### src/sync_params.svh
`ifndef SYNC_PARAMS_SVH
`define SYNC_PARAMS_SVH

// Tiles under the tree, two per pair node
`define SYNC_N_TILES 4

// Barrier level, 0 for sibling pair and 1 for all tiles
`define SYNC_LVL_W 1

// Completed global barriers, wraps silently
`define SYNC_CNT_W 16

`endif

### src/sync_pkg.sv
package sync_pkg;

  `include "sync_params.svh"

  typedef logic [`SYNC_LVL_W-1:0]   sync_lvl_t;     // Level asked for by a tile
  typedef logic [`SYNC_N_TILES-1:0] tile_vec_t;     // One bit per tile
  typedef logic [`SYNC_CNT_W-1:0]   barrier_cnt_t;  // Global barrier count

  // Level that has to go all the way up to the root
  localparam sync_lvl_t LVL_GLOBAL = sync_lvl_t'(1);

  typedef enum logic [1:0] {
    PAIR_IDLE,        // Waiting for both children
    PAIR_UP_WAIT,     // Forwarded upward, root not done yet
    PAIR_WAKE,        // Children woken, waiting for release
    PAIR_UP_RELEASE   // Up request dropped, root wake still high
  } pair_state_e;

  typedef enum logic {
    ROOT_IDLE,        // Waiting for both pair nodes
    ROOT_WAKE         // Pair nodes woken
  } root_state_e;

endpackage

### src/sync_pair_node.sv
`timescale 1ns/1ps

module sync_pair_node (
  input  logic                clk,
  input  logic                arst_n_i,
  input  logic [1:0]          req_i,      // One request per child tile
  input  sync_pkg::sync_lvl_t lvl_i [2],  // Held stable while the request is high
  output logic [1:0]          wake_o,     // Doubles as ack for the child
  output logic [1:0]          error_o,    // Level mismatch between siblings
  output logic                up_req_o,   // Global request towards the root
  input  logic                up_wake_i   // Root ack
);

  import sync_pkg::*;

  pair_state_e state_q;
  pair_state_e state_d;
  logic [1:0]  wake_d;
  logic [1:0]  error_d;
  logic        up_req_d;

  logic        both_req;    // Both siblings arrived
  logic        both_rel;    // Both siblings dropped their request
  logic        lvl_diff;    // Siblings disagree on the level
  logic        lvl_global;  // Barrier has to involve the root

  assign both_req   = &req_i;
  assign both_rel   = ~|req_i;
  assign lvl_diff   = lvl_i[0] != lvl_i[1];
  // Only checked when levels match, so child 0 speaks for both
  assign lvl_global = lvl_i[0] == LVL_GLOBAL;

  // Next state and next outputs
  always_comb begin
    state_d  = state_q;
    wake_d   = wake_o;    // Outputs hold by default
    error_d  = error_o;
    up_req_d = up_req_o;
    case (state_q)
      PAIR_IDLE: begin
        if (both_req) begin
          if (lvl_diff) begin
            // Cannot resolve, wake both with error
            wake_d  = 2'b11;
            error_d = 2'b11;
            state_d = PAIR_WAKE;
          end else if (lvl_global) begin
            up_req_d = 1'b1;          // Forward to root
            state_d  = PAIR_UP_WAIT;
          end else begin
            wake_d  = 2'b11;          // Local barrier done
            state_d = PAIR_WAKE;
          end
        end
      end
      PAIR_UP_WAIT: begin
        // Hold up_req until the root answers
        if (up_wake_i) begin
          wake_d  = 2'b11;
          state_d = PAIR_WAKE;
        end
      end
      PAIR_WAKE: begin
        // Back-pressure
        // wake stays high while any child still requests
        if (both_rel) begin
          wake_d   = 2'b00;
          error_d  = 2'b00;
          up_req_d = 1'b0;            // Drops together with the wakes
          if (up_req_o) begin
            state_d = PAIR_UP_RELEASE;
          end else begin
            state_d = PAIR_IDLE;
          end
        end
      end
      PAIR_UP_RELEASE: begin
        // Root must finish its side before a new barrier
        if (!up_wake_i) begin
          state_d = PAIR_IDLE;
        end
      end
      default: begin
        state_d = PAIR_IDLE;
      end
    endcase
  end

  always_ff @(posedge clk or negedge arst_n_i) begin
    if (!arst_n_i) begin
      state_q <= PAIR_IDLE;
    end else begin
      state_q <= state_d;
    end
  end

  // Registered outputs, no glitches towards tiles or root
  always_ff @(posedge clk or negedge arst_n_i) begin
    if (!arst_n_i) begin
      wake_o   <= 2'b00;
      error_o  <= 2'b00;
      up_req_o <= 1'b0;
    end else begin
      wake_o   <= wake_d;
      error_o  <= error_d;
      up_req_o <= up_req_d;
    end
  end

endmodule

### src/sync_root_node.sv
`timescale 1ns/1ps

module sync_root_node (
  input  logic                   clk,
  input  logic                   arst_n_i,
  input  logic [1:0]             up_req_i,      // One per pair node
  output logic [1:0]             up_wake_o,     // Ack back to each pair node
  output sync_pkg::barrier_cnt_t barrier_cnt_o  // Completed global barriers
);

  import sync_pkg::*;

  root_state_e  state_q;
  root_state_e  state_d;
  logic [1:0]   up_wake_d;
  logic         both_req;   // Both halves of the tree arrived
  logic         both_rel;   // Both halves released
  logic         cnt_en;     // One pulse per global barrier
  barrier_cnt_t cnt_d;

  assign both_req = &up_req_i;
  assign both_rel = ~|up_req_i;

  // Barrier completes on the edge that raises the wakes
  assign cnt_en = (state_q == ROOT_IDLE) && both_req;
  assign cnt_d  = barrier_cnt_o + barrier_cnt_t'(1);

  always_comb begin
    state_d   = state_q;
    up_wake_d = up_wake_o;
    case (state_q)
      ROOT_IDLE: begin
        if (both_req) begin
          up_wake_d = 2'b11;    // Wake both halves at once
          state_d   = ROOT_WAKE;
        end
      end
      ROOT_WAKE: begin
        // Hold until both pair nodes dropped up_req
        if (both_rel) begin
          up_wake_d = 2'b00;
          state_d   = ROOT_IDLE;
        end
      end
      default: begin
        state_d = ROOT_IDLE;
      end
    endcase
  end

  always_ff @(posedge clk or negedge arst_n_i) begin
    if (!arst_n_i) begin
      state_q   <= ROOT_IDLE;
      up_wake_o <= 2'b00;
    end else begin
      state_q   <= state_d;
      up_wake_o <= up_wake_d;
    end
  end

  // Global barrier counter
  always_ff @(posedge clk or negedge arst_n_i) begin
    if (!arst_n_i) begin
      barrier_cnt_o <= '0;
    end else if (cnt_en) begin
      barrier_cnt_o <= cnt_d;   // Wraps at full scale
    end
  end

endmodule

### src/sync_tree.sv
`timescale 1ns/1ps

`include "sync_params.svh"

module sync_tree (
  input  logic                   clk,
  input  logic                   arst_n_i,
  input  sync_pkg::tile_vec_t    sync_req_i,                  // Request per tile
  input  sync_pkg::sync_lvl_t    sync_lvl_i [`SYNC_N_TILES],  // Level per tile
  output sync_pkg::tile_vec_t    wake_o,
  output sync_pkg::tile_vec_t    error_o,
  output sync_pkg::barrier_cnt_t barrier_cnt_o
);

  import sync_pkg::*;

  sync_lvl_t  lvl_lo [2];   // Tiles 0 and 1
  sync_lvl_t  lvl_hi [2];   // Tiles 2 and 3
  logic [1:0] up_req;       // Pair nodes towards root
  logic [1:0] up_wake;      // Root back to pair nodes

  assign lvl_lo[0] = sync_lvl_i[0];
  assign lvl_lo[1] = sync_lvl_i[1];
  assign lvl_hi[0] = sync_lvl_i[2];
  assign lvl_hi[1] = sync_lvl_i[3];

  sync_pair_node i_pair_lo (
    .clk       ( clk              ),
    .arst_n_i  ( arst_n_i         ),
    .req_i     ( sync_req_i[1:0]  ),
    .lvl_i     ( lvl_lo           ),
    .wake_o    ( wake_o[1:0]      ),
    .error_o   ( error_o[1:0]     ),
    .up_req_o  ( up_req[0]        ),
    .up_wake_i ( up_wake[0]       )
  );

  sync_pair_node i_pair_hi (
    .clk       ( clk              ),
    .arst_n_i  ( arst_n_i         ),
    .req_i     ( sync_req_i[3:2]  ),
    .lvl_i     ( lvl_hi           ),
    .wake_o    ( wake_o[3:2]      ),
    .error_o   ( error_o[3:2]     ),
    .up_req_o  ( up_req[1]        ),
    .up_wake_i ( up_wake[1]       )
  );

  sync_root_node i_root (
    .clk           ( clk           ),
    .arst_n_i      ( arst_n_i      ),
    .up_req_i      ( up_req        ),
    .up_wake_o     ( up_wake       ),
    .barrier_cnt_o ( barrier_cnt_o )
  );

endmodule

### config.mk
export PLATFORM = sky130hd
export DESIGN_NAME = sync_tree
export DESIGN_NICKNAME = d
export VERILOG_FILES = /design/src/sync_pkg.sv /design/src/sync_pair_node.sv /design/src/sync_root_node.sv /design/src/sync_tree.sv
export VERILOG_INCLUDE_DIRS = /design/src /design/src/src
export SDC_FILE = /design/constraint.sdc
export NUM_CORES = 1
export LEC_CHECK = 0
export ABC_AREA = 1
export BUFFER_PORTS_ARGS = -buffer_cell sky130_fd_sc_hd__buf_4
export CAP_MARGIN = 0
export CORE_MARGIN = 10
export CORE_UTILIZATION = 45
export CTS_CLUSTER_SIZE = 16
export DETAILED_ROUTE_END_ITERATION = 10
export PLACE_DENSITY_LB_ADDON = 0.1
export SYNTH_ARGS = -nofsm -noshare
export SYNTH_HDL_FRONTEND = slang
export SYNTH_SLANG_ARGS = --single-unit
### constraint.sdc
create_clock -name clk -period 2.32 [get_ports clk]
set_input_delay 0.348 -clock clk [delete_from_list [all_inputs] [get_ports clk]]
set_output_delay 0.348 -clock clk [all_outputs]
set_load 0.02 [all_outputs]
==> impl_metrics.py <==
metrics = {
    "setup_path": {
        "critical_path.endpoint": "i_root.barrier_cnt_o[10]",
        "start_kind": "flip-flop",
        "rr_endpoint": "i_root.barrier_cnt_o[10]",
        "r2r_slack_ps": 960,
        "cp_max_fo": 5,
        "required_ps": 2550,
        "endpoint_kind": "flip-flop",
        "crit_type": "flip-flop to flip-flop",
        "worstPathArrival_ps": 1590,
        "worst_r2r_path_depth": 6,
        "reg2reg_from": "i_root.barrier_cnt_o[1]",
        "crit_start": "i_root.barrier_cnt_o[1]",
    },
    "cells_and_area": {
        "nFillCells": 329,
        "nets": 259,
        "drive_above_1_share_pct": 19.3,
        "finalInstanceArea_um2": 1920,
        "regArea_um2": 701,
        "multi_input_area_um2": 773,
        "area_delta_synth_final_pct": 20.1,
        "diodes": 0,
    },
    "logic_synthesis": {
        "syn-cell-area_um2": 1600,
        "synthTopCellsByArea": "dfrtp_1 44%, nand2_1 17%, inv_1 5.9%",
        "synth_cell_type_count": 20,
        "netlist_instances": 209,
        "synth_nets": 224,
        "syn_area_per_cell_um2": 7.64,
        "ys_seq_area_share_pct": 43.9,
        "ys_ff_latch": 28,
        "yosys.area.top_type": "dfrtp_1",
        "synth_top_area_share_pct": 43.9,
        "ys.warnings.count": 0,
    },
    "pwr": {
        "ir_worst_vdd_v": 0.000638,
        "powerDensity_nw_per_um2": 1030,
        "p_leak_nw": 1.02,
    },
    "timing": {
        "post-route-period-util_pct": 58.5,
        "setup_viol": 0,
        "max_slew_margin_pct": 74.6,
        "tightest_slew_ps": 377,
        "tns_ps": 0,
        "max_freq_ghz": 0.737,
        "rsz0062_at_grt": "no",
        "hold_viol": 0,
        "skew_ps": 3.95,
        "slew_violations": 0,
        "timing.final.crit_period_ps": 1360,
    },
    "die": {
        "core_area_um2": 3390,
        "rows": 21,
        "initial_core_util_pct": 47.1,
        "die_h_um": 79.6,
        "die_area_um2": 6330,
        "die_w_um": 79.6,
        "ios": 34,
    },
    "grt": {
        "grt_max_degree": 29,
        "grt_pass1_wl_mm": 5.77,
        "busiest_layer": "met2",
        "grt.met3_usage_pct": 3.04,
        "grt_antenna_before_repair": 0,
        "grt.overflow.total": 0,
        "grt_pass1_vias": 1298,
        "met2_usage_pct": 15.5,
        "track_usage_pct": 10.8,
        "met1_usage_pct": 15.4,
    },
    "clocking": {
        "numCtsBuffers": 3,
        "hold_buffers": 1,
        "clk_latency_ps": 320,
        "cts_root_buffer": "clkbuf_4",
        "clkTransAtPathRegs_ps": 150,
        "cts_tree": "done",
        "clockBufferDepth": 2,
        "htree_levels": 1,
        "post-cts-setup-buffers": 0,
        "ctsResizeCount": 0,
        "cts.sink_count": 28,
    },
    "placed_design": {
        "place_hpwl_mm": 2.55,
        "port_buffers": 33,
        "gp_congestion": 0.862,
        "placed_area_um2": 1870,
    },
    "route": {
        "ant_nets": 0,
        "firstDrtPassIters": 4,
        "routed_wirelength_mm": 3.17,
        "vias": 1342,
        "post_drt_wl_per_cell_um": 11.0,
        "drt-vias-per-instance": 4.64,
        "drtIter0Drc": 67,
        "drc_errors": 0,
    },
    "run": {
        "max-cap-violations": 0,
    },
    "run_status": {
        "status": "finished clean",
    },
    "hold_path": {
        "hold_path.class": "input port to flip-flop",
    },
}
[flip-flops by register name, summed over array words and instances (netlist names)]
signal / count
i_pair_hi.state_q: 2
i_pair_lo.wake_o: 1
i_root.up_wake_o: 1
i_root.state_q: 1
i_pair_lo.error_o: 1
i_pair_hi.up_req_o: 1
i_root.barrier_cnt_o: 16
i_pair_hi.wake_o: 1
i_pair_lo.state_q: 2
i_pair_lo.up_req_o: 1
i_pair_hi.error_o: 1
[worst min path at each step]
stage,from,end,slack (ps),cells after the start
floorplan,arst_n_i,i_pair_hi.error_o[0],50,0
global route,sync_req_i[2],i_pair_hi.error_o[0],300,3
global placement,arst_n_i,i_pair_hi.wake_o[0],290,1
detailed placement,arst_n_i,i_pair_hi.wake_o[0],290,1
finish,sync_req_i[2],i_pair_hi.error_o[0],300,3
CTS,sync_req_i[2],i_pair_hi.error_o[0],290,3
[metrics by stage]
stage	hold WS, ps	setup WS [ps]	instances	util, %	power (mW)
after CTS	293	954	289	56.6	2.00
after global placement	293	1050	284	55.3	1.75
after floorplan	52.4	941	209	-	1.48
after global routing	304	754	289	56.6	2.17
after detailed placement	291	981	284	55.3	1.76
final	299	963	289	56.6	1.97
[power breakdown]
part	internal [mW]	switching (mW)	leakage, nW
clock	0.0959	0.143	0.0210
sequential	0.638	0.157	0.360
combinational	0.366	0.573	0.640
total	1.10	0.873	1.02
[worst max-delay path, stage by stage (launching register included)]
cell	delay, ps
dfrtp_1	440
ha_1	190
nand3_1	140
nor2_4	160
nand2_1	110
o21ai_0	160
nand2_1	80
[synthesized netlist by cell type, drive strengths merged]
library cell  number
nand2             75
nor2              29
dfrtp             28
inv               25
nand3             10
a21oi              6
nand4              6
xor2               6
ha                 5
o21ai              5
buf                4
nand3b             4
xnor2              3
nor3               2
o22ai              1
[metal layers]
metal	part of all wire, %	vias up
met1	54	588
li1	-	720
met3	6.3	2
met5	0	-
met2	39	32
met4	0.60	0
[cell usage in the layout (no fill, tap or decap)]
| cell | count |
|---|---|
| xnor2_1 | 3 |
| nor3_1 | 2 |
| a21oi_1 | 6 |
| clkbuf_8 | 1 |
| dlygate4sd3_1 | 1 |
| nand3b_1 | 4 |
| nor2_2 | 3 |
| ha_1 | 5 |
| xor2_1 | 6 |
| dfrtp_1 | 28 |
| nand2_1 | 73 |
| nand3_2 | 1 |
| nand2_4 | 1 |
| nand4_1 | 6 |
| nor2_4 | 4 |
| clkbuf_4 | 3 |
| nand2_2 | 1 |
| nor2_1 | 22 |
| o22ai_1 | 1 |
| inv_1 | 25 |
| nand3_1 | 9 |
| buf_4 | 33 |
| o21ai_0 | 5 |
[kinds of logic after synthesis]
group                      count (synthesis)  synth area share [%]
xor gates and xnor gates                   9                  4.93
AOI/OAI and AO/OA                         12                  3.84
adders and majority gates                  5                  3.92
buffers and inverters                     29                  7.75
DFF                                       28                  43.9
and+or+nand+nor                          126                  35.7
[layout make-up]
type                    count  share of cell area [%]
multi-input cells         152                    40.3
flip-flops and latches     28                    36.5
repair buffers             34                    13.4
inverters                  25                    4.89
well taps                  46                    3.00
clock buffers               4                    1.89
No activity file was read; power rests on OpenSTA's default activity.
